## config.mk

```make
export PLATFORM = sky130hd
export DESIGN_NAME = cache_ctrl
export DESIGN_NICKNAME = d
export VERILOG_FILES = /design/src/hdl/cache_pkg.sv /design/src/hdl/cache_ctrl.sv
export SDC_FILE = /design/constraint.sdc
export NUM_CORES = 1
export LEC_CHECK = 0
export CORE_AREA = 4 4 41 43
export DETAILED_ROUTE_END_ITERATION = 16
export DIE_AREA = 0 0 45 47
export DONT_BUFFER_PORTS = 1
export PLACE_DENSITY = 0.33
export SKIP_CTS_REPAIR_TIMING = 1
export SLEW_MARGIN = 15
export SYNTH_ARGS = -nofsm -noshare
export SYNTH_HDL_FRONTEND = slang
export SYNTH_SLANG_ARGS = --single-unit
export TNS_END_PERCENT = 20
```

## constraint.sdc

```tcl
create_clock -name clk -period 1 [get_ports clk]
set_clock_uncertainty 0.15 [all_clocks]
set_input_delay 0 -clock clk [delete_from_list [all_inputs] [get_ports clk]]
set_output_delay 0 -clock clk [all_outputs]
set_load 0.05 [all_outputs]
```

## src/hdl/cache_pkg.sv

```systemverilog
package cache_pkg;

    // data path
    localparam int WORD_W   = 32;
    localparam int BANKS    = 4;
    localparam int BANK_W   = 2;

    // address split
    localparam int TAG_W    = 20;
    localparam int OFFSET_W = 4;

    // controller states
    typedef enum logic [1:0] {
        IDLE,
        LOOKUP,
        REPLACE,
        REFILL
    } cache_state_t;

    // field layout for the default 256-set geometry
    typedef struct packed {
        logic [TAG_W-1:0]    tag;
        logic [7:0]          index;
        logic [OFFSET_W-1:0] offset;
    } cache_fields_t;

    // one address word, read either whole or by field
    typedef union packed {
        logic [31:0]   flat;
        cache_fields_t f;
    } cache_addr_t;

endpackage

```

## src/hdl/cache_ctrl.sv

```systemverilog
`timescale 1ns/1ps

module cache_ctrl import cache_pkg::*; (
    input  logic clk,
    input  logic resetn,
    input  logic valid,
    input  logic cache_hit,
    input  logic rd_rdy,
    input  logic ret_valid,
    input  logic ret_last,
    output logic addr_ok,
    output logic lookup_en,
    output logic refill_active,
    output logic fill_done,
    output logic data_ok,
    output logic rd_req
);

    cache_state_t state;
    cache_state_t state_nxt;

    always_ff @(posedge clk) begin
        if (!resetn) begin
            state <= IDLE;
        end else begin
            state <= state_nxt;
        end
    end

    always_comb begin
        state_nxt = state;
        case (state)
            IDLE: begin
                if (valid) begin
                    state_nxt = LOOKUP;
                end
            end
            LOOKUP: begin
                state_nxt = cache_hit ? IDLE : REPLACE;
            end
            // hold the read request until memory takes it
            REPLACE: begin
                if (rd_rdy) begin
                    state_nxt = REFILL;
                end
            end
            REFILL: begin
                if (fill_done) begin
                    state_nxt = IDLE;
                end
            end
            default: begin
                state_nxt = IDLE;
            end
        endcase
    end

    // one request in flight, so accept only when idle
    assign addr_ok       = (state == IDLE) && valid;
    assign lookup_en     = addr_ok;
    assign rd_req        = (state == REPLACE);
    assign refill_active = (state == REFILL);
    assign fill_done     = refill_active && ret_valid && ret_last;

    // hit answers from lookup, miss answers with the last beat
    assign data_ok = ((state == LOOKUP) && cache_hit) || fill_done;

endmodule

```

Word level (Yosys, flattened, before mapping)
Index checks and enable logic that the tools add are counted.
{"block": "totals", "reg_bits": 2, "in_bits": 7, "output_inout_bits": 6, "elab_cells": 19}
{"block": "classes", "eq_ne": 6, "mux": 5, "reduce_logical": 7}
{"cell": "two-way mux 2 bit", "n": 4}
{"cell": "case mux 2 bit (4 select lines)", "n": 1}
{"cell": "equality test 2 bit (second input constant)", "n": 2}
{"cell": "logical AND 1 bit", "n": 4}
{"cell": "!= test 2 bit (second input constant)", "n": 2}
{"cell": "AND reduction 3 bit", "n": 1}
{"cell": "equality test 2 x 1 -> 1 bit (second input constant)", "n": 1}
{"cell": "logical NOT 2 bit", "n": 1}
{"cell": "!= test 2 x 1 -> 1 bit (second input constant)", "n": 1}
{"cell": "logical OR 1 bit", "n": 1}

Longest topological paths before layout
{"block": "depth", "depth_word": 5, "mapped_depth": 2, "depth_no_buf": 2}

Worst setup path before layout
OpenSTA, ideal clock, no wires.
{"block": "synth_path", "path_kind": "register to output", "start": "register (tool-made name)", "end": "output lookup_en", "arrival_ps": 1418, "required_ps": 850, "path_slack_ps": -568, "stages_incl_launch_ff": 3, "n_path_buf": 1, "path_cell_list": "dfxtp_1 nor3b_2 buf_4"}
{"element": "end: declaration", "line_no": "cache_ctrl.sv:12", "source": "output logic lookup_en,"}

==> flow_metrics.env <==
export IMPL_viasPerCell=4.047
export IMPL_grt_max_degree=9
export IMPL_finalHoldViolCount=0
export IMPL_wl_per_cell_microns=10.35
export IMPL_cts_buffers=3
export IMPL_period_share=1.197
export IMPL_max_cap_violations=0
export IMPL_finalNetCount=37
export IMPL_drt_pass1_iter_count=2
export IMPL_final_common_cell="dlygate4sd3_1"
export IMPL_fp_dieArea_sq_um=2115
export IMPL_synth_fa_ha_area_frac=0
export IMPL_core_area_sq_um=1301
export IMPL_ys_seq_area_frac=0.2857
export IMPL_rsz0062_at_grt="true"
export IMPL_drtIter0Drc=5
export IMPL_htree_levels=1
export IMPL_setup_viol=7
export IMPL_fmax_ghz=0.8356
export IMPL_powerDensity_nw_per_um2=1255
export IMPL_clockRootBuffer="clkbuf_4"
export IMPL_io_buffers=0
export IMPL_min_period_ns=1.197
export IMPL_yosysTopAreaCell="dfxtp_1"
export IMPL_track_usage=0.05284
export IMPL_finalMaxSlewViolations=0
export IMPL_clock_sinks=2
export IMPL_critical_path_slowest_cell="dfxtp_4"
export IMPL_cts_tree="built"
export IMPL_vdd_ir_drop_max_v=0.0005227
export IMPL_worstPathRequired_ns=0.85
export IMPL_synth_seq_cells=2
export IMPL_status="finished, violations left"
export IMPL_synth_compound_area_frac=0.2054
export IMPL_placed_area_sq_um=237.7
export IMPL_cp_end_kind="primary output"
export IMPL_yosys_area_share_simple=0.4554
export IMPL_grt_ovfl_total=0
export IMPL_antenna_found_initial=0
export IMPL_n_antenna_cell=0
export IMPL_relSlewSlack=0.8597
export IMPL_fin_setup_tns_ns=-0.9772
export IMPL_place_ws_ns=-0.05534
export IMPL_synth_top_family_by_area="simple AND/OR/NAND/NOR gates"
export IMPL_critPathLaunchType="register"
export IMPL_setup_slack_ns=-0.1968
export IMPL_place_congestion=0.6162
export IMPL_syn_avg_cell_area_sq_um=8.758
export IMPL_path_cells="nand3_1, a21boi_2, buf_12"
export IMPL_clkTransAtPathRegs_ns=0.03
export IMPL_start_util=0.1077
export IMPL_hp_class="primary input to register"
export IMPL_die_x_microns=45
export IMPL_worstMarginPinSlew_ns=0.2102
export IMPL_synth_area_leaders="dfxtp_1 29%, and3_1 8.9%, nor3b_2 8.9%"
export IMPL_syn_area_sq_um=140.1
export IMPL_io_pins=13
export IMPL_clock_latency_ns=0.22
export IMPL_drive_gt1_frac=0.6071
export IMPL_clk_path_buf_depth=2
export IMPL_totalWireLength_microns=445
export IMPL_syn_inst=16
export IMPL_grt_pass1_vias=161
export IMPL_fin_area_sq_um=344.1
export IMPL_muxShareOfSynthArea=0
export IMPL_crit_type="register to primary output"
export IMPL_yosysTopAreaCellShare=0.2857
export IMPL_worst_path_largest_cell_delay_ns=0.38
export IMPL_drt_antenna_violating_nets=0
export IMPL_synth_xor_area_frac=0
export IMPL_routed_via_count=174
export IMPL_synth_cell_type_count=14
export IMPL_rows=13
export IMPL_synth_fp_nets=23
export IMPL_die_h_microns=47
export IMPL_most_common_layout_cells="5 x dlygate4sd3_1, 3 x clkbuf_4, 3 x buf_12"
export IMPL_yosysWarningCount=0
export IMPL_drc=0
export IMPL_violations="negative setup slack"
export IMPL_grt_first_pass_wirelength_microns=662
export IMPL_critPathMaxFanout=8
export IMPL_p_leak_uw=0.0001289
export IMPL_arrival_ns=1.05
export IMPL_area_growth_pct=145.5
-- metrics by stage --
step | hold slack (ns) | cells | util | power, uW
2_1_floorplan | -0.03321 | 16 | - | 193.0
4_1_cts | -0.2510 | 37 | 0.2000 | 415.2
3_5_place_dp | -0.01885 | 34 | 0.1827 | 232.4
3_3_place_gp | -0.02427 | 34 | 0.1827 | 231.1
6_report | 0.04625 | 43 | 0.2644 | 431.8
5_1_grt | 0.03030 | 43 | 0.2644 | 473.6
-- synthesized netlist by cell type --
| library cell | count |
|---|---|
| nor3b_2 | 1 |
| and3_1 | 2 |
| nor2b_1 | 1 |
| and2_1 | 1 |
| nand4bb_1 | 1 |
| buf_4 | 1 |
| o2bb2ai_1 | 1 |
| nand2_1 | 1 |
| dfxtp_1 | 2 |
| nand3_1 | 1 |
| o21ai_1 | 1 |
| nand2b_1 | 1 |
| o211ai_1 | 1 |
| a21boi_1 | 1 |
-- per-layer routing --
layer,wire length (microns),global-route usage,vias to the layer above,part of all wire
li1,-,-,86,-
met1,213,0.05430,73,0.48
met2,154,0.04802,13,0.35
met3,57,0.04215,2,0.13
met4,19,0.08772,0,0.043
met5,0,0,-,0
-- worst max-delay path, delay by kind of cell, from the launching register on --
| kind | cells | cell delay, ns |
|---|---|---|
| compound gates | 1 | 0.19 |
| buf+inv | 1 | 0.15 |
| simple gates | 1 | 0.10 |
| flops | 1 | 0.38 |
-- path summary, 6_finish.rpt --
kind / startpoint / end / slack (ns) / cells past startpoint
max: register / data_ok / -0.20 / 3
min: valid / state[0] / 0.05 / 3
max reg2reg: register / state[0] / -0.07 / 3
min reg2reg: register / register / 0.36 / 2
-- area by class of cell --
cell class	instances	area, sq um
Clock buffer	3	22.52
Fill cell	143	957.2
Multi-Input combinational cell	13	126.4
Sequential cell	2	47.55
Tap cell	15	18.77
Timing Repair Buffer	10	128.9
-- power by group --
group	leakage, uW	switching, uW	internal (uW)
Combinational	0.0000973	78.1	79.4
Clock	0.0000138	39.8	132
Sequential	0.0000178	15.6	87.0
-- logic make-up after synthesis --
logic type	Yosys count
and+or+nand+nor	9
AOI/OAI and AO/OA	4
DFF	2
buffers and inverters	1
(Power assumes the default switching activity.)
