===== config.mk =====
export PLATFORM = sky130hd
export DESIGN_NAME = load_select
export DESIGN_NICKNAME = d
export VERILOG_FILES = /design/src/hdl/cache_pkg.sv /design/src/hdl/load_select.sv
export SDC_FILE = /design/constraint.sdc
export NUM_CORES = 1
export LEC_CHECK = 0
export BUFFER_PORTS_ARGS = -buffer_cell sky130_fd_sc_hd__buf_2
export CAP_MARGIN = 30
export CORE_AREA = 2 2 150 152
export DETAILED_ROUTE_END_ITERATION = 10
export DIE_AREA = 0 0 152 154
export PLACE_DENSITY_LB_ADDON = 0.12
export SETUP_SLACK_MARGIN = 0.4
export SLEW_MARGIN = 15
export SYNTH_ARGS = -nofsm -noshare
export SYNTH_HDL_FRONTEND = slang
export SYNTH_SLANG_ARGS = --single-unit

===== constraint.sdc =====
create_clock -name clk -period 2 [get_ports clk]
set_input_delay 0.2 -clock clk [delete_from_list [all_inputs] [get_ports clk]]
set_output_delay 0.2 -clock clk [all_outputs]
set_load 0.1 [all_outputs]

===== src/hdl/cache_pkg.sv =====
package cache_pkg;

    // data path
    localparam int WORD_W   = 32;
    localparam int BANKS    = 4;
    localparam int BANK_W   = 2;

    // address split
    localparam int TAG_W    = 20;
    localparam int OFFSET_W = 4;

    // controller states
    typedef enum logic [1:0] {
        IDLE,
        LOOKUP,
        REPLACE,
        REFILL
    } cache_state_t;

    // field layout for the default 256-set geometry
    typedef struct packed {
        logic [TAG_W-1:0]    tag;
        logic [7:0]          index;
        logic [OFFSET_W-1:0] offset;
    } cache_fields_t;

    // one address word, read either whole or by field
    typedef union packed {
        logic [31:0]   flat;
        cache_fields_t f;
    } cache_addr_t;

endpackage


===== src/hdl/load_select.sv =====
`timescale 1ns/1ps

module load_select import cache_pkg::*; (
    input  logic                    clk,
    input  logic                    resetn,
    input  logic                    way0_v,
    input  logic [TAG_W-1:0]        way0_tag,
    input  logic [BANKS*WORD_W-1:0] way0_banks,
    input  logic                    way1_v,
    input  logic [TAG_W-1:0]        way1_tag,
    input  logic [BANKS*WORD_W-1:0] way1_banks,
    input  logic [TAG_W-1:0]        req_tag,
    input  logic [BANK_W-1:0]       req_bank,
    input  logic [BANK_W-1:0]       beat,
    input  logic [WORD_W-1:0]       ret_data,
    input  logic                    ret_valid,
    input  logic                    ret_last,
    input  logic                    refill_active,
    output logic                    cache_hit,
    output logic [WORD_W-1:0]       rdata
);

    logic              way0_hit;
    logic              way1_hit;
    logic [WORD_W-1:0] way0_word;
    logic [WORD_W-1:0] way1_word;
    logic [WORD_W-1:0] hit_word;
    logic [WORD_W-1:0] miss_word;
    logic              last_beat;

    assign way0_hit  = way0_v && (way0_tag == req_tag);
    assign way1_hit  = way1_v && (way1_tag == req_tag);
    assign cache_hit = way0_hit || way1_hit;

    assign way0_word = way0_banks[req_bank*WORD_W +: WORD_W];
    assign way1_word = way1_banks[req_bank*WORD_W +: WORD_W];
    assign hit_word  = way1_hit ? way1_word : way0_word;

    // keep the requested word as it streams past
    always_ff @(posedge clk) begin
        if (!resetn) begin
            miss_word <= '0;
        end else if (refill_active && ret_valid && (beat == req_bank)) begin
            miss_word <= ret_data;
        end
    end

    assign last_beat = refill_active && ret_valid && ret_last;

    // bank 3 arrives with the last beat itself
    always_comb begin
        if (!last_beat) begin
            rdata = hit_word;
        end else if (req_bank == BANK_W'(BANKS - 1)) begin
            rdata = ret_data;
        end else begin
            rdata = miss_word;
        end
    end

endmodule


Word level (Yosys, flattened, before mapping)
Index checks and enable logic that the tools add are counted.
{"block": "totals", "wordCells": 16, "ff_bits": 32, "input_bits": 359, "out_inout_bits": 33}
{"block": "classes", "muxes": 3, "n_shift": 2, "reduce_logical": 6, "n_eq_ne": 4}
{"op": "$shiftx 128x8->32", "n": 2}
{"op": "$mux 32", "n": 3}
{"op": "$eq 20x20->1", "n": 2}
{"op": "$logic_and 1x1->1", "n": 5}
{"op": "$eq 2x2->1", "n": 1}
{"op": "$eq 2x2->1 const B", "n": 1}
{"op": "$logic_or 1x1->1", "n": 1}

Depth between registers and ports, before layout
Gate-level depths: netlist of the first run.
{"block": "depth", "ltp_word": 4, "depth_mapped": 10, "mapped_depth_nobuf": 7}

Worst setup path before layout of the first run
OpenSTA, ideal clock, no wires.
{"block": "synth_timing", "kind": "input-to-output", "from": "input way1_tag[10]", "to": "output rdata[30]", "setup_slack_ns": -2.298, "stages": 9, "arrival_time_ns": 4.098, "t_required_ns": 1.800, "path_cell_list": "nor2b_1 -> a2111oi_4 -> and3_1 -> nand4_1 -> buf_2 -> buf_6 -> mux2_4 -> a311o_1 -> a311oi_1"}
{"block": "synth_between", "elab_chain_len": 4}
{"item": "from (decl)", "line_no": "load_select.sv:10", "source": "input logic [TAG_W-1:0] way1_tag,"}
{"item": "$eq 20x20->1", "line_no": "load_select.sv:32", "source": "assign way1_hit = way1_v && (way1_tag == req_tag);"}
{"item": "$logic_and 1x1->1", "line_no": "load_select.sv:32"}
{"item": "$mux 32", "line_no": "load_select.sv:37", "source": "assign hit_word = way1_hit ? way1_word : way0_word;"}
{"item": "$mux 32", "line_no": "load_select.sv:52", "source": "if (!last_beat) begin"}
{"item": "to (decl)", "line_no": "load_select.sv:20", "source": "output logic [WORD_W-1:0] rdata"}
Every way passes these cells.

Worst setup path in the final report of the first run
Ends and elaborated chain as after synthesis.

==> run_results.csv, run 1 <==
group,metric,value,unit
grt,grt_first_pass_wirelength,32800,µm
die,start_util,0.205,
power,seq_power_share,0.180,
timing,worst_slew_pin_slew,554,ps
cts,ctsLongestPathBuffers,2,
synth,postSynthAreaPerCell,8.15,µm²
synth,synth.distinct_cells,33,
synth,yosysWarnings,0,
power,power_density,425,nW/µm²
power,p_leak,4.39,nW
die,dieWidth,152,µm
timing,final.setup_skew,0,ps
grt,grt_overflow_total,0,
placed_design,post-place-ws,-796,ps
critical_path,cp_cell_sequence,"buf_6 > nor2b_4 > a2111oi_4 > and3_1 > nand4_1 > buf_6 > mux2_4 > a311o_1 > a311oi_4 > buf_12",
power,p_sw_frac,0.398,
detailed_routing,post_drt_wl_per_cell,17.3,µm
critical_path,worstPathRequired,1800,ps
placed_design,routabilityCongestion,0.766,
detailed_routing,antenna_left,0,
synth,ys_seq_area_frac,0.144,
critical_path,critPathMaxStageDelay,360,ps
die,fp.coreArea,21700,µm²
power,ir_drop,0.258,mV
finish,layout-drive-gt1-share,0.606,
critical_path,cp_top_family,"compound AO/OA/AOI/OAI gates",
critical_path,cp-end-kind,"primary output",
die,die_h,154,µm
power,intPower,0.00221,W
critical_path,r2r_start,"miss_word[20]",
die,die_area,23400,µm²
timing,fin_crit,2650,ps
grt,grt.total_usage,0.175,
critical_path,setup.worst_path.start,"way1_tag[10]",
timing,max_clock_freq,377,MHz
detailed_routing,first_iter_violations,172,
timing,whs,179,ps
critical_path,cp_slowest_cell,"a2111oi_4",
outcome,status,"finished, violations left",
timing,finalSetupViolations,32,
power,power_frac_clock,0.217,
critical_path,critPathArrivalTime,2450,ps
die,io_pins,392,
detailed_routing,vias,5749,
critical_path,cp_num_buf_inv,3,
cts,cts_tree,"yes",
detailed_routing,totalWireLength,21600,µm
outcome,violations,"setup timing",
finish,antenna_cells,0,
synth,synth_seq_cells,32,
cts,htreeDepth,2,
placed_design,placed_area,8280,µm²
timing,rsz0062_at_grt,"true",
grt,grt_start_max_net_pins,41,
critical_path,cp-start-kind,"input pin",
critical_path,path_max_fanout,10,
synth,synth_nets,904,
power,fin_total_pwr,0.00368,W
finish,final_area,8660,µm²
timing,fin_crit_sh,1.33,
timing,relSlewSlack,0.631,
flow_run,maxCapViolations,0,
cts,clk_pin_slew_worst_paths,50,ps
placed_design,port_buffers,391,
hold_path,min_from,"ret_data[11]",
timing,post-route-worst-setup-slack,-651,ps
die,rows,54,
finish,registers.top_by_ff_count,"miss_word",
finish,fin_nets,1325,
placed_design,hpwl,17500,µm
cts,cts_root_buf,"clkbuf_16",
power,power_frac_comb,0.603,
grt,antenna_found_initial,0,
timing,finalHoldViolCount,0,
synth,syn_inst,545,
hold_path,min_path_type,"in -> reg",
critical_path,worst-setup-path-type,"in -> out",
detailed_routing,viasPerCell,4.61,
critical_path,crit_top_cell,"buf_6",
detailed_routing,drc_errors,0,
finish,area_growth,95.1,%
finish,reg_top3,"miss_word (32)",
cts,cts_made_buffers,5,
detailed_routing,drt_first_pass_iters,4,
cts,cts_sinks,32,
finish,largest_reg_flops,32,
cts,clk_latency,270,ps
power,switching_power,0.00147,W
timing,slew_violations,0,
grt,grt_pass1_vias,6093,
synth,netlist_area,4440,µm²
-- final cells by class --
class / instances / area (µm²)
clock buffer: 7 / 153
sequential: 32 / 641
fill: 2272 / 13000
multi-input combinational: 458 / 4320
inverter: 6 / 22.5
timing repair buffer: 463 / 3180
tap: 280 / 350
-- layout by cell type, fill, tap and decap left out, types with 3 or more instances in the layout --
cell type  Yosys  routed
a21boi_0      32      32
nor4_2         0       3
nor2_1        35      34
buf_6          1       8
xnor2_1       22      15
mux2_4         1       3
buf_12         0      41
o32ai_4        0      31
nand2b_1       3       3
nand4_1        9       9
xnor2_2        0       6
dfxtp_1       32      32
nor2b_1        5       3
nand2_1       67      66
clkbuf_16      0       6
buf_2         13     355
a22o_1        31      31
xor2_1        13      13
buf_4          0      56
mux2_2        63      61
inv_1          6       6
o21ai_0       32      30
mux2i_1       95      94
-- cell families (layout without fill, tap and decap cells) --
kind of cell	after synthesis	in the layout	share of synthesized area
compound gates	134	134	0.232
xor+xnor	35	35	0.0691
buf+inv	55	476	0.0519
flops	32	32	0.144
mux	159	159	0.377
simple gates	130	130	0.126
-- cells in the mapped netlist --
library cell | count | area, µm²
mux2i_1 | 95 | 951
nand2_1 | 67 | 251
mux2_2 | 63 | 709
nor2_1 | 35 | 131
clkbuf_1 | 34 | 128
a21boi_0 | 32 | 240
dfxtp_1 | 32 | 641
o21ai_0 | 32 | 160
a22o_1 | 31 | 272
o32ai_1 | 31 | 272
xnor2_1 | 22 | 193
buf_2 | 13 | 65.1
xor2_1 | 13 | 114
nand4_1 | 9 | 56.3
inv_1 | 6 | 22.5
nor2b_1 | 5 | 31.3
nor4_1 | 4 | 25.0
nand2b_1 | 3 | 18.8
and3_1 | 2 | 12.5
nand3_1 | 2 | 10.0
o22ai_1 | 2 | 12.5
a2111oi_4 | 1 | 27.5
a211oi_1 | 1 | 7.51
a222oi_1 | 1 | 10.0
a311o_1 | 1 | 10.0
a311oi_1 | 1 | 8.76
and4_1 | 1 | 8.76
buf_1 | 1 | 3.75
buf_6 | 1 | 11.3
mux2_4 | 1 | 15.0
nor3_1 | 1 | 5.00
nor3b_1 | 1 | 7.51
o2111ai_1 | 1 | 8.76
-- final timing paths --
path | end | slack (ps) | cells after the start
worst max-delay path | rdata[30] | -650 | 10
worst min register to register | miss_word[0] | 460 | 2
worst max register to register | miss_word[20] | 1360 | 2
worst min-delay path | miss_word[11] | 180 | 3
-- power groups by stage --
stage	sequential (W)	clock [W]	combinational [W]
after floorplan	0.000675	0	0.00125
after global placement	0.000677	0	0.00220
after detailed placement	0.000678	0	0.00220
after CTS	0.000664	0.000833	0.00223
after global routing	0.000666	0.000855	0.00234
final	0.000664	0.000797	0.00222
-- routing by layer --
layer / GRT usage / part of all wire
met1: 0.201 / 0.41
met2: 0.333 / 0.52
met3: 0.0400 / 0.062
met4: 0.0303 / 0.010
met5: 0 / 0
-- repair_timing --
action / 4_1_cts / 5_1_grt
gates cloned: 0 / 1
pin swaps: 6 / 10
hold buffers: 0 / 0
setup buffers: 1 / 1
setup endpoints to repair: 33 / 33
resized for setup: 18 / 14
-- through the flow --
stage                     TNS, ps  std cells   util
after CTS                  -20680       1243  0.394
after global placement     -24680       1235  0.382
final                      -19400       1246  0.399
after global routing       -23620       1246  0.399
after detailed placement   -23940       1235  0.382
after floorplan            -22980        545      -
-- tightest hold or removal path, delay by kind of cell --
kind	cells	cell delay [ps]
AND/OR/NAND/NOR	1	40
AO/OA/AOI/OAI	1	60
buffers and inverters	1	100
Note: power is estimated with default switching activity, not from simulation.
==> run 2: changes to the inputs <==
- CORE_AREA: 2 2 150 152 -> 3 3 151 153
- DIE_AREA: 0 0 152 154 -> 0 0 154 156
==> run 2 against run 1 <==
Against the previous run:
- the flow still finishes with violations (setup timing)
- die area rose by 2.6%
- setup slack worse by 27 ps
- utilization rose by 1.1 points
- count of clock-buffer cells in the layout decreased by 2
- routed wire length rose by 3.4%
- cell area up 2.8%
- sequential power is essentially flat
- via count decreased by 0.38%
- final cell count rose by 0.56%
==> run_results.csv, run 2 (synthesis results as in run 1) <==
group,metric,value,unit
outcome,status,"finished, violations left",
outcome,violations,"setup timing",
finish,area_growth,101,%
finish,reg_top3,"miss_word (32)",
detailed_routing,post_drt_wl_per_cell,17.8,µm
timing,finalHoldViolCount,0,
timing,worst_slew_pin_slew,553,ps
placed_design,routabilityCongestion,0.843,
cts,cts_root_buf,"clkbuf_16",
cts,clk_pin_slew_worst_paths,60,ps
hold_path,min_path_type,"in -> reg",
grt,grt.total_usage,0.171,
timing,tns,-20110,ps
critical_path,cp_top_family,"compound AO/OA/AOI/OAI gates",
cts,hold_buffers,0,
finish,layout-drive-gt1-share,0.620,
timing,finalSetupViolations,32,
power,power_density,429,nW/µm²
critical_path,cp-end-kind,"primary output",
power,ir_drop,0.272,mV
critical_path,cp_slowest_cell,"a2111oi_4",
timing,post-route-worst-setup-slack,-678,ps
finish,fin_nets,1331,
finish,largest_reg_flops,32,
cts,htreeDepth,2,
detailed_routing,first_iter_violations,176,
critical_path,critPathArrivalTime,2480,ps
detailed_routing,viasPerCell,4.57,
grt,antenna_found_initial,1,
die,rows,54,
timing,max_clock_freq,373,MHz
timing,fin_crit,2680,ps
placed_design,port_buffers,391,
timing,relSlewSlack,0.631,
finish,final_cell_mix,"buf_2 (352), mux2i_1 (95), nand2_1 (66), mux2_2 (56), buf_4 (51)",
cts,ctsLongestPathBuffers,2,
grt,grt_start_max_net_pins,41,
die,dieWidth,154,µm
critical_path,worstPathRequired,1800,ps
detailed_routing,drc_errors,0,
finish,fillers,2199,
cts,clk_latency,270,ps
timing,fin_crit_sh,1.34,
critical_path,critPathMaxStageDelay,350,ps
timing,slew_violations,0,
die,io_pins,392,
finish,antenna_cells,0,
finish,final_util,0.411,
critical_path,cp_cell_sequence,"buf_6 > nor2b_4 > a2111oi_4 > and3_4 > nand4_1 > buf_6 > buf_8 > mux2_4 > a311o_1 > a311oi_4 > buf_12",
die,die_area,24000,µm²
detailed_routing,totalWireLength,22300,µm
critical_path,cp_num_buf_inv,4,
finish,layout_commonest_cell,"buf_2",
detailed_routing,drt_first_pass_iters,4,
die,fp.coreArea,21700,µm²
cts,cts_sinks,32,
cts,cts_made_buffers,5,
cts,cts_tree,"yes",
grt,grt_overflow_total,0,
timing,final.setup_skew,0,ps
placed_design,hpwl,17800,µm
power,p_leak,4.55,nW
die,die_h,156,µm
die,start_util,0.205,
detailed_routing,antenna_left,0,
detailed_routing,vias,5727,
flow_run,maxCapViolations,0,
grt,grt_first_pass_wirelength,32600,µm
finish,registers.top_by_ff_count,"miss_word",
grt,grt_pass1_vias,5835,
critical_path,cp-start-kind,"input pin",
timing,rsz0062_at_grt,"true",
critical_path,crit_top_cell,"buf_6",
critical_path,worst-setup-path-type,"in -> out",
critical_path,path_max_fanout,5,
==> run 2: cell count changes in the layout (fill, tap and decap cells not counted), sizes merged <==
cell / before / now
clkinvlp: 0 / 1
clkbuf: 8 / 6
buf: 462 / 467
bufinv: 0 / 1
bufbuf: 0 / 1
clkinv: 0 / 1
==> run 2: stage by stage <==
step           setup WS, ps  total power [W]  cells  instance area [µm²]  hold WS, ps
2_1_floorplan          -918          0.00192    545                 5070          345
3_3_place_gp           -687          0.00288   1234                 8260          452
3_5_place_dp           -710          0.00288   1234                 8260          460
4_1_cts                -668          0.00387   1247                 8770          162
5_1_grt                -749          0.00401   1253                 8900          180
6_report               -678          0.00382   1253                 8900          170
==> run 2: worst paths after layout <==
check | slack, ps | end | startpoint | cells after the start
worst min-delay path | 170 | miss_word[21] | ret_data[21] | 3
worst max register to register | 1380 | miss_word[18] | miss_word[18] | 2
worst max-delay path | -680 | rdata[30] | way1_tag[10] | 11
worst min register to register | 460 | miss_word[2] | miss_word[2] | 2
==> run 2: final cells by class <==
class                      instances  area [µm²]  share of cell area
sequential                        32         641              0.0720
tap                              280         350              0.0393
clock inverter                     3        42.5             0.00478
timing repair buffer             469        3310               0.372
inverter                           6        22.5             0.00253
clock buffer                       5         125              0.0141
multi-input combinational        458        4410               0.496
==> run 2: where the power goes <==
group | switching (W) | total, W | internal, W
sequential | 0.00000835 | 0.000663 | 0.000655
clock | 0.000308 | 0.000893 | 0.000585
combinational | 0.00119 | 0.00226 | 0.00107
==> run 2: timing repair <==
action | in CTS | in global routing
pin swaps | 21 | 11
cloned | 2 | 2
resized for setup | 62 | 19
setup endpoints to repair | 33 | 33
hold endpoints to repair | 0 | 0
setup buffers | 3 | 3
==> run 2: worst min-delay path, cell delays in order <==
cell	delay, ps
buf_2	100
nand2_1	40
a21boi_0	60
==> run 2: layer usage <==
metal	up-vias	global-route usage	routed length, µm
met1	2586	0.197	8820
li1	2886	-	-
met4	2	0.0303	280
met5	-	0	13
met3	19	0.0416	1500
met2	234	0.323	11700
==> run 3: changes to the inputs <==
==> constraint.sdc (replaced) <==
create_clock -name clk -period 2 [get_ports clk]
set_input_delay 0.3 -clock clk [delete_from_list [all_inputs] [get_ports clk]]
set_output_delay 0.3 -clock clk [all_outputs]
set_load 0.01 [all_outputs]
==> run 3 against run 2 <==
Against the previous run:
- the flow still finishes with violations (setup timing)
- clock skew unchanged
- cell area fell by 9.8%
- total power is 26% lower
- via count did not move
- first-iteration DRC count is 26% lower
- die area unchanged
- count of clock-buffer cells in the layout did not move
- utilization shrank 4.0 points
- highest routed layer unchanged
==> run_results.csv, run 3 (synthesis results as in run 1) <==
group,metric,value,unit
critical_path,cp-end-kind,"primary output",
timing,slew_violations,0,
hold_path,min_from,"ret_data[12]",
critical_path,cp-start-kind,"input pin",
grt,grt_start_max_net_pins,33,
critical_path,r2r_slack,1380,ps
flow_run,maxCapViolations,0,
timing,post-route-worst-setup-slack,-767,ps
cts,cts_made_buffers,5,
critical_path,cp_cell_sequence,"buf_6 > nor2b_4 > a2111oi_4 > and3_1 > nand4_1 > buf_6 > buf_12 > mux2_4 > a311o_1 > a311oi_2 > buf_2",
outcome,violations,"setup timing",
detailed_routing,vias,5727,
timing,rsz0062_at_grt,"true",
critical_path,path_max_fanout,12,
cts,htreeDepth,2,
timing,finalSetupViolations,32,
die,fp.coreArea,21700,µm²
timing,fin_crit_sh,1.38,
finish,largest_reg_flops,32,
timing,final.setup_skew,0,ps
finish,fillers,2349,
detailed_routing,viasPerCell,4.57,
finish,registers.top_by_ff_count,"miss_word",
placed_design,hpwl,17500,µm
detailed_routing,totalWireLength,21700,µm
critical_path,critPathArrivalTime,2470,ps
detailed_routing,drc_errors,0,
cts,clk_latency,280,ps
critical_path,cp_slowest_cell,"a2111oi_4",
die,die_h,156,µm
timing,max_clock_freq,361,MHz
finish,final_cell_mix,"buf_2 (383), mux2i_1 (94), nand2_1 (66), mux2_2 (61), buf_4 (44)",
cts,cts_tree,"yes",
detailed_routing,antenna_left,0,
grt,antenna_found_initial,2,
grt,grt_first_pass_wirelength,32000,µm
grt,grt_pass1_vias,5887,
critical_path,critPathMaxStageDelay,340,ps
outcome,status,"finished, violations left",
cts,ctsLongestPathBuffers,2,
timing,fin_crit,2770,ps
finish,area_growth,80.9,%
finish,multi_input_area,3990,µm²
critical_path,setup.worst_path.start,"way1_tag[11]",
finish,ff_latch_area,641,µm²
grt,grt_overflow_total,0,
cts,cts_root_buf,"clkbuf_16",
hold_path,min_path_type,"in -> reg",
die,start_util,0.205,
die,io_pins,392,
finish,layout_commonest_cell,"buf_2",
placed_design,post-place-ws,-914,ps
cts,cts_sinks,32,
critical_path,worst-setup-path-type,"in -> out",
finish,reg_top3,"miss_word (32)",
timing,finalHoldViolCount,0,
critical_path,r2r_start,"miss_word[26]",
cts,clk_pin_slew_worst_paths,60,ps
timing,worst_slew_pin_slew,561,ps
critical_path,crit_top_cell,"buf_6",
detailed_routing,post_drt_wl_per_cell,17.3,µm
power,p_leak,4.25,nW
detailed_routing,first_iter_violations,131,
grt,grt.total_usage,0.167,
power,ir_drop,0.280,mV
finish,layout-drive-gt1-share,0.616,
placed_design,port_buffers,391,
power,power_density,351,nW/µm²
finish,final_util,0.370,
die,rows,54,
cts,hold_buffers,0,
critical_path,worstPathRequired,1700,ps
die,dieWidth,154,µm
detailed_routing,drt_first_pass_iters,4,
die,die_area,24000,µm²
finish,fin_nets,1330,
timing,relSlewSlack,0.626,
placed_design,routabilityCongestion,0.774,
## run 3: final timing paths
kind,endpoint,cells past startpoint
hold reg to reg,miss_word[1],2
setup reg to reg,miss_word[26],2
hold / removal,miss_word[12],3
setup / recovery,rdata[30],11
## run 3: final cells by class
| cell class | count | share of cell area |
|---|---|---|
| Clock buffer | 5 | 0.0156 |
| Clock inverter | 3 | 0.00530 |
| Multi-Input combinational cell | 458 | 0.497 |
| Tap cell | 280 | 0.0436 |
| Inverter | 6 | 0.00280 |
| Timing Repair Buffer | 468 | 0.356 |
| Antenna cell | 1 | 0.000312 |
| Sequential cell | 32 | 0.0798 |
## run 3: stage by stage
step | area [µm²] | power (W) | hold slack [ps] | cells | setup TNS [ps]
finish | 8030 | 0.00282 | 277 | 1253 | -21500
CTS | 7950 | 0.00288 | 268 | 1250 | -21950
floorplan | 4700 | 0.00124 | 443 | 545 | -11080
global route | 8030 | 0.00301 | 281 | 1253 | -25390
global placement | 7450 | 0.00190 | 454 | 1231 | -27370
detailed placement | 7450 | 0.00190 | 460 | 1231 | -27170
## run 3: what timing repair did
item	4_1_cts	5_1_grt
pin swaps	30	13
gates cloned	2	1
resized for setup	54	17
setup buffers	9	1
setup endpoints to repair	33	33
## run 3: layer usage
metal / part of all wire / global-route usage / vias up / wire [µm]
met4: 0.0046 / 0.0219 / 2 / 100
met5: 0.00042 / 0 / - / 9
met3: 0.066 / 0.0363 / 8 / 1430
met1: 0.40 / 0.195 / 2615 / 8760
li1: - / - / 2875 / -
met2: 0.52 / 0.317 / 227 / 11400
## run 3: critical path: cells and delay by family
family	cells	cell delay, ps
multiplexers	1	300
buffers and inverters	4	570
AND/OR/NAND/NOR	3	450
AO/OA/AOI/OAI	3	840
## run 3: power breakdown
group	internal [W]	switching, W
Combinational	0.000717	0.000546
Sequential	0.000655	0.00000818
Clock	0.000585	0.000304
Total	0.00196	0.000858
