$ cat src/hdl/cache_pkg.sv
package cache_pkg;

    // data path
    localparam int WORD_W   = 32;
    localparam int BANKS    = 4;
    localparam int BANK_W   = 2;

    // address split
    localparam int TAG_W    = 20;
    localparam int OFFSET_W = 4;

    // controller states
    typedef enum logic [1:0] {
        IDLE,
        LOOKUP,
        REPLACE,
        REFILL
    } cache_state_t;

    // field layout for the default 256-set geometry
    typedef struct packed {
        logic [TAG_W-1:0]    tag;
        logic [7:0]          index;
        logic [OFFSET_W-1:0] offset;
    } cache_fields_t;

    // one address word, read either whole or by field
    typedef union packed {
        logic [31:0]   flat;
        cache_fields_t f;
    } cache_addr_t;

endpackage

$ cat src/hdl/req_buffer.sv
`timescale 1ns/1ps

module req_buffer import cache_pkg::*; #(
    parameter int          INDEX_W   = 8,
    parameter logic [22:0] LFSR_SEED = 23'h4a528a
) (
    input  logic                clk,
    input  logic                resetn,
    input  logic                lookup_en,
    input  logic                rd_req,
    input  logic                rd_rdy,
    input  logic [INDEX_W-1:0]  index,
    input  logic [TAG_W-1:0]    tag,
    input  logic [OFFSET_W-1:0] offset,
    output cache_addr_t         req_addr,
    output logic                victim
);

    logic [22:0] lfsr;

    // request word, loaded on the accept strobe
    always_ff @(posedge clk) begin
        if (lookup_en) begin
            req_addr.f.tag    <= tag;
            req_addr.f.index  <= index;
            req_addr.f.offset <= offset;
        end
    end

    // free running, taps 22 and 17
    always_ff @(posedge clk) begin
        if (!resetn) begin
            lfsr <= LFSR_SEED;
        end else begin
            lfsr <= {lfsr[21:0], lfsr[22] ^ lfsr[17]};
        end
    end

    // way choice frozen once the line read is taken
    always_ff @(posedge clk) begin
        if (!resetn) begin
            victim <= 1'b0;
        end else if (rd_req && rd_rdy) begin
            victim <= lfsr[0];
        end
    end

endmodule

$ cat config.mk
export PLATFORM = sky130hd
export DESIGN_NAME = req_buffer
export DESIGN_NICKNAME = d
export VERILOG_FILES = /design/src/hdl/cache_pkg.sv /design/src/hdl/req_buffer.sv
export SDC_FILE = /design/constraint.sdc
export NUM_CORES = 1
export LEC_CHECK = 0
export ABC_AREA = 1
export BUFFER_PORTS_ARGS = -buffer_cell sky130_fd_sc_hd__buf_2
export CAP_MARGIN = 10
export CORE_ASPECT_RATIO = 1.75
export CORE_MARGIN = 2
export CORE_UTILIZATION = 45
export DETAILED_ROUTE_END_ITERATION = 16
export HOLD_SLACK_MARGIN = 0.08
export PLACE_DENSITY = 0.76
export SKIP_LAST_GASP = 1
export SYNTH_ARGS = -nofsm -noshare
export SYNTH_HDL_FRONTEND = slang
export SYNTH_SLANG_ARGS = --single-unit
$ cat constraint.sdc
create_clock -name clk -period 0.8 [get_ports clk]
set_input_delay 0 -clock clk [delete_from_list [all_inputs] [get_ports clk]]
set_output_delay 0 -clock clk [all_outputs]
set_load 0.03 [all_outputs]
Word-level counts from Yosys, hierarchy flattened. Index checks and enable logic that the tools add are counted.

Logic and storage cells: 5. Output and inout bits: 33. Register bits: 56. Input port bits: 37.

Bitwise operators: 1. Reductions and logical operators: 1.

Operators with widths (count): $logic_and A1 B1 Y1 (1); $xor A1 B1 Y1 (1).

Longest topological paths before layout. Gate-level depths: netlist of the first run.

Depth in word-level cells: 1. Gate-level depth with buffers: 4.

Least setup slack after synthesis of the first run. OpenSTA, ideal clock, no wires.

Path kind: register to register. Start point: register victim (netlist name). End point: register victim. Buffers on the path: 0. Clock period less this slack: 771 ps. Data required time: 736 ps. Arrival time: 707 ps. Cell stages (with the launch flop): 5. Setup slack: 29 ps. Path through: dfxtp_1 inv_1 nand2_1 nand2_1 nor2_1.

RTL lines: end signal: assignment (line req_buffer.sv:44) `victim <= lfsr[0];`; end: declaration (line req_buffer.sv:16) `output logic victim`.

Worst setup path after layout of the first run.
Start point: register req_addr[5] in the netlist's numbering. End point: output req_addr[5] in the netlist's numbering.

RTL lines: start: declaration (line req_buffer.sv:15) `output cache_addr_t req_addr,`.

No word-level cell between the ends.

==> results list, run 1 <==
- In the final design database the tool counted 261 nets.
* Detailed Route Iter0 Violations: 22
* Die X-Extent: 50.0 µm
- The checks that failed: negative setup slack.
- For this design the top-level I/O count stands at 70.
- Proportion of power drawn by the clock network: 0.257
- Worst slew margin: 0.886
- Counting every sink on the clock net gives 56.
* Starting density of the core: 0.464
* Reg2Reg Depth: 2
- The total count of max-transition violations in the final report is 0.
- Cell Area, Synth: 1670 µm²
- Worst reg2reg startpoint: lfsr[17]
- Counting both buffers and inverters, the worst setup path holds a total of 1.
- Based on the critical path, the design can be clocked at up to 1.12 GHz.
* Signal arrival time at the worst endpoint: 0.89 ns
- The critical path goes through buf_6.
- Largest delay share family, worst path: flip-flops
- The flow ran to the end, but the final reports show violations.
- Via-per-instance ratio: 4.35
* Number of rows created at floorplan: 29
- Power share of the sequential group: 0.583
- The largest single stage delay on the critical path is 0.43 ns.
- CTS tree: yes
- Standard cell core area: 3590 µm²
- Synthesis instantiated 7 different standard cells from the library.
- Placement-stage worst setup slack: 0.165 ns
- Dividing the detail-routed wire length by the instance count gives 13.5 µm.
- Weighted congestion reported at the end of routability-driven placement: 0.618
- Number of global-route vias before repair: 1194
* Class of the tightest hold or removal check: in -> reg
- Cell internal power was estimated by the tool at 0.00435 W.
- Part of the total power dissipated in combinational logic: 0.160
- Antenna cells: 0
* Cell count after synthesis: 112
* Synthesized area per cell: 14.9 µm²
- Relative to the synthesized area, the layout overhead comes to 64.1%.
- In this run, CTS created clock tree buffers numbering 5.
- The final hold violation count is 0.
* Max stage delay cell, worst path: sky130_fd_sc_hd__edfxtp_1
* Largest net degree at the start of global routing: 33
* Capturing element type of the critical path: primary output
- After legalization and detailed placement, the total HPWL measured 1.93 mm.
- Total grt overflow: 0
- Final worst slack: -0.0938 ns
- Cell chosen for the clock root: sky130_fd_sc_hd__clkbuf_8
- Element type at the critical path start: register
* Die Ht: 84.5 µm
* Worst-case vdd ir drop: 2.75 mV
- Cell leakage power: 1.28 nW
* Post CTS Setup Buffer Count: 0
- The Yosys step of the flow raised 0 warnings.
* Placement Cell Area: 2080 µm²
- Launch point of the critical path: req_addr[5]
- The initial antenna violation count is 0.
* Number of nets still failing antenna checks after routing: 0
- Setup violations remaining at the end of the flow were counted as 32.
- First-pass GRT wire length: 5.84 mm
* Levels on crit path: 1
* Max clock buf depth: 2
- Worst setup endpoint: req_addr[5]
* Setup slack on the worst flop-to-flop path: 0.15 ns
- When the netlist entered floorplanning its net count stood at 149.
- Of the total power, the share spent switching nets is 0.245.
- Clk_lat worst skew: 0.30 ns
- For the pin with the worst max-slew slack, the measured transition is 0.170 ns.
- Endpoint of the most critical register-to-register path: lfsr[0]
- Across every metal layer, demand over resource in global routing totals 0.189.
- The final route contains 1178 vias.
- Clock Pin Slew Worst Setup and Hold Paths: 0.09 ns
- DRT Pass-1 Iters: 4
- Finished Cell Area: 2740 µm²
- Subtracting the final worst setup slack from the clock period gives 0.894 ns.
- The worst setup path is of the reg -> out kind.
- I/O Buffers: 69
* CTS H-tree depth: 2
* Ratio of final minimum period to clock period: 1.12
* Net Switching: 0.00141 W
* Register area share after synthesis: 0.864
- PwrDens: 2100 nW/µm²
- Area of the die: 4230 µm²
* Fraction of layout cells with a size suffix above 1: 0.356
- Max-cap violations in this run came to 0.
- Remaining DRCs: 0
- Clock skew after layout: 0.00815 ns
- Post-synthesis register bit count: 56
- At the worst endpoint, the required time is 0.80 ns.
* RSZ-0062 raised after global routing: true
- Crit-path max FO: 1
- For this block, the routed nets add up to 3.66 mm of wire.
stage by stage:
stage,std cells,TNS (ns),hold WS [ns],power [W],utilization
3_5_place_dp,228,0,0.178,0.00400,0.580
4_1_cts,271,-1.83,0.137,0.00579,0.760
3_3_place_gp,228,0,0.176,0.00398,0.580
5_1_grt,271,-2.98,0.164,0.00598,0.762
6_report,271,-1.66,0.169,0.00576,0.762
2_1_floorplan,112,0,0.0976,0.00374,-
power groups by stage:
stage | sequential, W | clock [W] | combinational [W]
global placement | 0.00338 | 0 | 0.000603
global route | 0.00338 | 0.00162 | 0.000974
CTS | 0.00335 | 0.00154 | 0.000903
floorplan | 0.00366 | 0 | 0.0000766
finish | 0.00336 | 0.00148 | 0.000921
detailed placement | 0.00338 | 0 | 0.000618
registers in the layout, indices dropped and copies added (netlist names):
signal and flops:
lfsr 23, req_addr 32, victim 1
kinds of logic after synthesis:
group                  after synthesis  share of synthesized area
AOI/OAI and AO/OA                    1                    0.00300
buffers and inverters               26                     0.0675
DFF                                 56                      0.864
and+or+nand+nor                     29                     0.0653
timing repair:
item / in CTS / in global routing
gates resized for setup: 67 / 3
hold buffers: 35 / 0
hold endpoints to repair: 42 / 0
setup endpoints to repair: 33 / 43
cell type report:
cell class / instances / area, µm²
Fill cell: 203 / 856
Timing Repair Buffer: 107 / 943
Tap cell: 46 / 57.6
Clock inverter: 2 / 16.3
Inverter: 24 / 90.1
Clock buffer: 6 / 72.6
Sequential cell: 56 / 1440
Multi-Input combinational cell: 30 / 114
layout by cell type (no fill, tap or decap):
cell / count
sky130_fd_sc_hd__buf_12: 1
sky130_fd_sc_hd__buf_2: 35
sky130_fd_sc_hd__buf_4: 2
sky130_fd_sc_hd__buf_6: 34
sky130_fd_sc_hd__clkbuf_1: 1
sky130_fd_sc_hd__clkbuf_8: 5
sky130_fd_sc_hd__clkinv_4: 1
sky130_fd_sc_hd__clkinvlp_4: 1
sky130_fd_sc_hd__dfxtp_1: 23
sky130_fd_sc_hd__dfxtp_2: 1
sky130_fd_sc_hd__dlygate4sd3_1: 35
sky130_fd_sc_hd__edfxtp_1: 32
sky130_fd_sc_hd__inv_1: 24
sky130_fd_sc_hd__nand2_1: 26
sky130_fd_sc_hd__nor2_1: 3
sky130_fd_sc_hd__o21ai_0: 1
Yosys cell counts, drive strengths merged:
cell type / number / area share
buf: 2 / 0.014
dfxtp: 24 / 0.29
edfxtp: 32 / 0.58
inv: 24 / 0.054
nand2: 26 / 0.059
nor2: 3 / 0.0068
o21ai: 1 / 0.0030
worst min-delay path by stage:
stage,start,endpoint,cells after the start
floorplan,resetn,lfsr[18],2
global placement,index[4],req_addr[8],1
detailed placement,index[3],req_addr[7],1
CTS,lookup_en,req_addr[25],2
global route,lookup_en,req_addr[17],2
finish,lookup_en,req_addr[30],2
metal layers:
metal  track usage  part of all wire  vias up
met5             0                 0        -
li1              -                 -      568
met2         0.317              0.50       72
met1         0.223              0.42      534
met3        0.0569             0.075        4
met4        0.0758             0.013        0
Note: power is estimated with default switching activity, not from simulation.
==> run 2, diff against run 1 <==
--- a/config.mk
+++ b/config.mk
@@ -8,12 +8,13 @@
 export ABC_AREA = 1
 export BUFFER_PORTS_ARGS = -buffer_cell sky130_fd_sc_hd__buf_2
 export CAP_MARGIN = 10
-export CORE_ASPECT_RATIO = 1.75
+export CORE_ASPECT_RATIO = 0.6
 export CORE_MARGIN = 2
 export CORE_UTILIZATION = 45
 export DETAILED_ROUTE_END_ITERATION = 16
 export HOLD_SLACK_MARGIN = 0.08
 export PLACE_DENSITY = 0.76
+export RECOVER_POWER = 100
 export SKIP_LAST_GASP = 1
 export SYNTH_ARGS = -nofsm -noshare
 export SYNTH_HDL_FRONTEND = slang
==> run 2 against run 1 <==
  * The flow still finishes with violations (negative setup slack)
  * Setup slack lost 0.021 ns
  * Die area is essentially flat
  * Clock power grew 5%
==> results list, run 2 (same netlist as run 1, synthesis figures left out) <==
- The post-route fraction of the period consumed by the critical path was 1.14 (was 1.12).
- Number of global-route vias before repair: 1188 (was 1194)
- The initial antenna violation count came to 0 (unchanged).
* Max clock buf depth: 2 (unchanged)
- Number of buffers and inverters on the critical path: 1 (unchanged)
* Number of buffers created by CTS: 5 (unchanged)
- First-pass GRT wire length: 6.23 mm (was 5.84 mm)
- Die X-Extent: 82.6 µm (was 50.0 µm)
- The flip-flop count of the largest register after layout came to 32 (unchanged).
- RSZ-0062 raised after global routing: true (unchanged).
* Worst slew margin: 0.470 (was 0.886)
- The worst supply voltage drop on vdd was 1.34 mV (was 2.75 mV).
- Number of fillers in the final layout: 213 (was 203)
- Starting density of the core: 0.461 (was 0.464)
- The power share of the combinational group was 0.156 (was 0.160).
* PwrDens: 2160 nW/µm² (was 2100 nW/µm²)
- The buffer type at the clock tree root was sky130_fd_sc_hd__clkbuf_8 (unchanged).
- Via-per-instance ratio: 4.30 (was 4.35)
* Violated checks: negative setup slack (unchanged)
- Largest delay share family, worst path: flip-flops (unchanged)
- The worst hold slack is 0.392 ns (was 0.169 ns).
- Net Switching: 0.00151 W (was 0.00141 W)
* Vias post-DR: 1169 (was 1178)
- Total grt overflow: 0 (unchanged)
* Die Ht: 51.2 µm (was 84.5 µm)
- Final worst slack: -0.114 ns (was -0.0938 ns)
- The utilization after layout came to 0.748 (was 0.762).
- Run status: finished, violations left (unchanged)
- Max stage delay cell, worst path: sky130_fd_sc_hd__edfxtp_1 (unchanged)
- Registers with the most flip-flops: req_addr x32, lfsr x23, victim x1 (unchanged).
- Internal: 0.00434 W (was 0.00435 W)
- The residual antenna-violating net count after detailed routing came to 0 (unchanged).
- The sequential cell area came to 1440 µm² (unchanged).
- The kind of capture point of the worst setup path was a primary output (unchanged).
* Top-Level Pins: 70 (unchanged)
* Standard cell core area: 3620 µm² (was 3590 µm²)
- The clock tree from TritonCTS was yes (unchanged).
- Clk_lat worst skew: 0.30 ns (about the same)
- Clock Pin Slew Worst Setup and Hold Paths: 0.11 ns (was 0.09 ns)
* Cell depth of the worst min-delay path: 2 (unchanged)
- Signal arrival time at the worst endpoint: 0.91 ns (was 0.89 ns)
* Largest net degree at the start of global routing: 33 (unchanged)
- The final layout net count is 261 (unchanged).
- The total area of multi-input combinational cells is 116 µm² (was 114 µm²).
- The die footprint was 4230 µm² (about the same).
- The nature of the critical path startpoint is a register (unchanged).
- Overall track demand over capacity in global routing: 0.212 (was 0.189)
* Switching part of the total power: 0.258 (was 0.245)
- Class of the tightest hold or removal check: in -> reg (unchanged)
* Cell chain of the critical path: buf_6 (unchanged)
- Register bank with the most flops: req_addr (unchanged)
- Reg2Reg Depth: 4 (was 2)
- Highest Clock Rate: 1.09 GHz (was 1.12 GHz)
* Number of rows created at floorplan: 17 (was 29)
* Levels on crit path: 1 (unchanged)
* Detailed Route Iter0 Violations: 63 (was 22)
- The maximum fanout encountered on the critical timing path came to 1 (unchanged).
* Weighted congestion reported at the end of routability-driven placement: 0.647 (was 0.618)
- The total of buffers placed on input and output ports was 69 (unchanged).
- Power share of the sequential group: 0.577 (was 0.583)
- CP Class: reg -> out (unchanged)
- The post-DP HPWL is 1.96 mm (was 1.93 mm).
- Most common cell after layout, fill and taps aside: sky130_fd_sc_hd__dlygate4sd3_1
- The required time at the endpoint of the critical path is 0.80 ns (about the same).
* Proportion of power drawn by the clock network: 0.267 (was 0.257)
- The power after layout was 0.00584 W (was 0.00576 W).
* Commonest cells after routing, fill and taps aside: sky130_fd_sc_hd__dlygate4sd3_1, sky130_fd_sc_hd__buf_6, sky130_fd_sc_hd__edfxtp_1, sky130_fd_sc_hd__nand2_1, sky130_fd_sc_hd__buf_2 (was sky130_fd_sc_hd__dlygate4sd3_1, sky130_fd_sc_hd__buf_2, sky130_fd_sc_hd__buf_6, sky130_fd_sc_hd__edfxtp_1, sky130_fd_sc_hd__nand2_1)
- Post-detailed-routing wire length: 4.20 mm (was 3.66 mm)
* Cell leakage power: 1.25 nW (was 1.28 nW)
- The stage delay of the slowest cell on the critical path came to 0.44 ns (was 0.43 ns).
- The count of endpoints failing setup in the final report came to 33 (was 32).
- Synthesis-to-layout area growth: 62.2% (was 64.1%)
- The total of max-cap violations came to 0 (unchanged).
- Final Hold Vio Count: 0 (unchanged)
- Worst Max-Slew Pin Slew: 0.795 ns (was 0.170 ns)
- The DRC violation count after routing was 0 (unchanged).
- The minimum period implied by the final worst setup slack is 0.914 ns (was 0.894 ns).
* DRT Pass-1 Iters: 4 (unchanged)
* Number of max-slew violations in the final report: 0 (unchanged)
* Antenna cells: 0 (unchanged)
* CTS H-tree depth: 2 (unchanged)
- Average detailed-routed wire length per instance: 15.4 µm (was 13.5 µm)
* Clock skew after layout: 0.0130 ns (was 0.00815 ns)
- Fraction of layout cells with a size suffix above 1: 0.324 (was 0.356)
* TritonCTS sink count: 56 (unchanged)
[run 2: power groups by stage]
stage / combinational, W / sequential [W] / clock [W]
2_1_floorplan: 0.0000766 / 0.00366 / 0
3_3_place_gp: 0.000612 / 0.00337 / 0
3_5_place_dp: 0.000623 / 0.00338 / 0
4_1_cts: 0.000907 / 0.00335 / 0.00156
5_1_grt: 0.000968 / 0.00339 / 0.00174
6_report: 0.000911 / 0.00337 / 0.00156
[run 2: final timing paths]
kind	startpoint	endpoint	slack, ns
min	index[4]	req_addr[8]	0.39
min reg2reg	lfsr[11]	lfsr[12]	0.41
max	req_addr[9]	req_addr[9]	-0.11
max reg2reg	victim	victim	0.16
[run 2: per-stage QoR]
step	area, µm²	setup slack [ns]	TNS, ns	cells
after CTS	2730	-0.0741	-1.81	272
after global routing	2710	-0.152	-3.98	272
final	2710	-0.114	-2.22	272
after detailed placement	2080	0.157	0	229
after floorplan	1670	0.0293	0	112
after global placement	2080	0.186	0	229
[run 2: routing by layer]
layer	part of all wire	track usage	vias to the layer above
li1	-	-	568
met5	0	0	-
met1	0.39	0.238	538
met2	0.49	0.364	55
met4	0.018	0.0738	0
met3	0.10	0.0883	8
[run 2: area by class of cell]
class / instances / share of cell area
well taps: 47 / 0.0217
inverters: 24 / 0.0333
clock inverters: 3 / 0.00833
repair buffers: 107 / 0.335
clock buffers: 5 / 0.0254
multi-input cells: 30 / 0.0430
flip-flops and latches: 56 / 0.533
[run 2: repair_timing]
action,4_1_cts,5_1_grt
endpoints found under the setup margin,33,34
hold endpoints to repair,45,0
buffers inserted,0,0
pin swaps,0,0
hold buffers,35,0
resized for setup,67,2
cloned,0,0
==> run 3, diff against run 2 <==
--- a/config.mk
+++ b/config.mk
@@ -9,7 +9,7 @@
 export BUFFER_PORTS_ARGS = -buffer_cell sky130_fd_sc_hd__buf_2
 export CAP_MARGIN = 10
 export CORE_ASPECT_RATIO = 0.6
-export CORE_MARGIN = 2
+export CORE_MARGIN = 4
 export CORE_UTILIZATION = 45
 export DETAILED_ROUTE_END_ITERATION = 16
 export HOLD_SLACK_MARGIN = 0.08
==> run 3 against run 2 <==
  * The run still ends with negative setup slack left
  * Routed wire length is 12% lower
  * Non-clock buffer count stayed put
  * Register-to-register slack worse by 0.06 ns
  * Power is 3.6% higher
  * Critical path depth stayed put
  * Die area is 13% higher
  * Final area is 1.2% higher
  * Critical endpoint is now req_addr[0]
==> results list, run 3 (same netlist as run 1, synthesis figures left out) <==
* Run status: finished, violations left (unchanged)
- Violated checks: negative setup slack (unchanged)
- The final hold violation count is 0 (unchanged).
* Vias post-DR: 1133 (was 1169)
* Final worst hold slack: 0.280 ns (was 0.392 ns)
* Registers with the most flip-flops: req_addr x32, lfsr x23, victim x1 (unchanged)
- The fill cell total of the finished layout came to 196 (was 213).
- The core region area is 3400 µm² (was 3620 µm²).
* Net Switching: 0.00139 W (was 0.00151 W)
* Max stage delay cell, worst path: sky130_fd_sc_hd__edfxtp_1 (unchanged)
- The cell area after placement was 2090 µm² (was 2080 µm²).
- The origin of the critical flop-to-flop path is victim (unchanged).
* Ratio of final minimum period to clock period: 1.10 (was 1.14)
- Placement-stage worst setup slack: 0.153 ns (was 0.157 ns)
- Synthesis-to-layout area growth: 64.1% (was 62.2%)
- The initial detailed-routing violation count was 54 (was 63).
- The maximum fanout encountered on the critical timing path was 1 (unchanged).
* Register bank with the most flops: req_addr (unchanged)
- The post-route cell area was 2740 µm² (was 2710 µm²).
- The total count of max-transition violations in the final report is 0 (unchanged).
- Cell chain of the critical path: buf_6 (unchanged).
- Switching part of the total power: 0.230 (was 0.258)
* Class of the tightest hold or removal check: in -> reg (unchanged)
- Post-detailed-routing wire length: 3.69 mm (was 4.20 mm)
* Clk_lat worst skew: 0.30 ns (about the same)
- The power after layout came to 0.00605 W (was 0.00584 W).
- Highest Clock Rate: 1.14 GHz (was 1.09 GHz)
* Element type at the critical path start: register (unchanged)
- The clock skew came to 0.00965 ns (was 0.0130 ns).
- The horizontal extent of the die is 86.6 µm (was 82.6 µm).
- Hold path endpoint: lfsr[7] (was req_addr[8])
- The row count is 16 (was 17).
- # setup viols final: 35 (was 33)
* Cell leakage power: 1.28 nW (was 1.25 nW)
- Largest delay share family, worst path: flip-flops (unchanged)
* Part of the total power dissipated in combinational logic: 0.150 (was 0.156)
- The final layout net count was 261 (unchanged).
- Average detailed-routed wire length per instance: 13.6 µm (was 15.4 µm)
- The first-pass detailed-route iteration total came to 4 (unchanged).
- Internal: 0.00466 W (was 0.00434 W)
- Number of global-route vias before repair: 1203 (was 1188)
* Signal arrival time at the worst endpoint: 0.88 ns (was 0.91 ns)
* Overall track demand over capacity in global routing: 0.170 (was 0.212)
- CP Class: reg -> out (unchanged)
- Commonest cells after routing, fill and taps aside: sky130_fd_sc_hd__dlygate4sd3_1, sky130_fd_sc_hd__buf_2, sky130_fd_sc_hd__buf_6, sky130_fd_sc_hd__edfxtp_1, sky130_fd_sc_hd__nand2_1 (was sky130_fd_sc_hd__dlygate4sd3_1, sky130_fd_sc_hd__buf_6, sky130_fd_sc_hd__edfxtp_1, sky130_fd_sc_hd__nand2_1, sky130_fd_sc_hd__buf_2)
* Cell depth of the worst min-delay path: 3 (was 2)
- Max FFs per register: 32 (unchanged)
- Number of nets still failing antenna checks after routing: 0 (unchanged)
* Clock Pin Slew Worst Setup and Hold Paths: 0.09 ns (was 0.11 ns)
* I/O Buffers: 69 (unchanged)
- The clock tree from TritonCTS is yes (unchanged).
- Top-Level Pins: 70 (unchanged)
- The stage delay of the slowest cell on the critical path was 0.42 ns (was 0.44 ns).
- Max clock buf depth: 2 (unchanged)
- The global-route wire length before repair came to 5.74 mm (was 6.23 mm).
- The part of the power in registers came to 0.555 (was 0.577).
* Starting density of the core: 0.490 (was 0.461)
- Remaining DRCs: 0 (unchanged)
* Reported max-cap violation count: 0 (unchanged)
- Post-detail-place hpwl: 2.29 mm (was 1.96 mm)
- Worst hold path startpoint: resetn (was index[4])
- Via-per-instance ratio: 4.20 (was 4.30)
- The power density of the placed cells was 2210 nW/µm² (was 2160 nW/µm²).
- Largest net degree at the start of global routing: 33 (unchanged)
* Weighted congestion reported at the end of routability-driven placement: 0.768 (was 0.647)
* Die Ht: 55.2 µm (was 51.2 µm)
- The buffers plus inverters on the worst setup path is 1 (unchanged).
* Worst-case vdd ir drop: 1.93 mV (was 1.34 mV)
- Proportion of power drawn by the clock network: 0.295 (was 0.267)
* Setup slack on the worst flop-to-flop path: 0.10 ns (was 0.16 ns)
- Capturing element type of the critical path: primary output (unchanged)
* Final worst slack: -0.0787 ns (was -0.114 ns)
- Total grt overflow: 0 (unchanged)
* Worst Max-Slew Pin Slew: 0.760 ns (was 0.795 ns)
- Antenna cells: 0 (unchanged)
* Endpoint of the most critical register-to-register path: victim (unchanged)
- The initial antenna violation count came to 0 (unchanged).
- TritonCTS sink count: 56 (unchanged)
* RSZ-0062 raised after global routing: true (unchanged)
* Critical Path RT: 0.80 ns (about the same)
- Area of the die: 4780 µm² (was 4230 µm²)
* Cell chosen for the clock root: sky130_fd_sc_hd__clkbuf_8 (unchanged)
- Reg2Reg Depth: 4 (unchanged)
- The minimum period implied by the final worst setup slack is 0.879 ns (was 0.914 ns).
* Number of buffers created by CTS: 5 (unchanged)
* Fraction of layout cells with a size suffix above 1: 0.342 (was 0.324)
- CTS H-tree depth: 2 (unchanged)
* Worst slew margin: 0.494 (was 0.470)
-- run 3: worst max path at each step --
stage	from	slack (ns)	end	cells past startpoint
after floorplan	victim	0.03	victim	4
after CTS	req_addr[11]	-0.09	req_addr[11]	1
after global routing	req_addr[0]	-0.11	req_addr[0]	1
final	req_addr[0]	-0.08	req_addr[0]	1
after global placement	lfsr[17]	0.19	lfsr[0]	2
after detailed placement	victim	0.15	victim	4
-- run 3: stage by stage --
step / utilization / instances / setup TNS [ns]
2_1_floorplan: - / 112 / 0
3_3_place_gp: 0.613 / 226 / 0
3_5_place_dp: 0.613 / 226 / 0
4_1_cts: 0.813 / 270 / -1.88
5_1_grt: 0.804 / 270 / -3.19
6_report: 0.804 / 270 / -1.64
-- run 3: what timing repair did --
| item | CTS | global route |
|---|---|---|
| hold buffers | 36 | 0 |
| endpoints found under the hold margin | 41 | 0 |
| setup endpoints to repair | 33 | 35 |
| buffers inserted | 0 | 0 |
| resized for setup | 67 | 1 |
-- run 3: cell type report --
cell class / count / area (µm²) / share of cell area
inverter: 24 / 90.1 / 0.0329
multi-input combinational: 30 / 114 / 0.0416
timing repair buffer: 107 / 922 / 0.337
clock inverter: 2 / 38.8 / 0.0142
sequential: 56 / 1440 / 0.527
tap: 45 / 56.3 / 0.0206
clock buffer: 6 / 72.6 / 0.0265
-- run 3: power groups by stage --
stage                     Clock, W  Sequential (W)  Combinational [W]
after floorplan                  0         0.00366          0.0000766
after global placement           0         0.00338           0.000617
after detailed placement         0         0.00339           0.000633
after CTS                  0.00183         0.00336           0.000921
after global routing       0.00194         0.00338           0.000961
final                      0.00179         0.00336           0.000905
-- run 3: routing by layer --
metal,global-route usage,up-vias,share of wire
met5,0,-,0
met4,0.0466,0,0.0079
met3,0.0592,4,0.076
met2,0.332,50,0.50
met1,0.180,509,0.41
li1,-,570,-
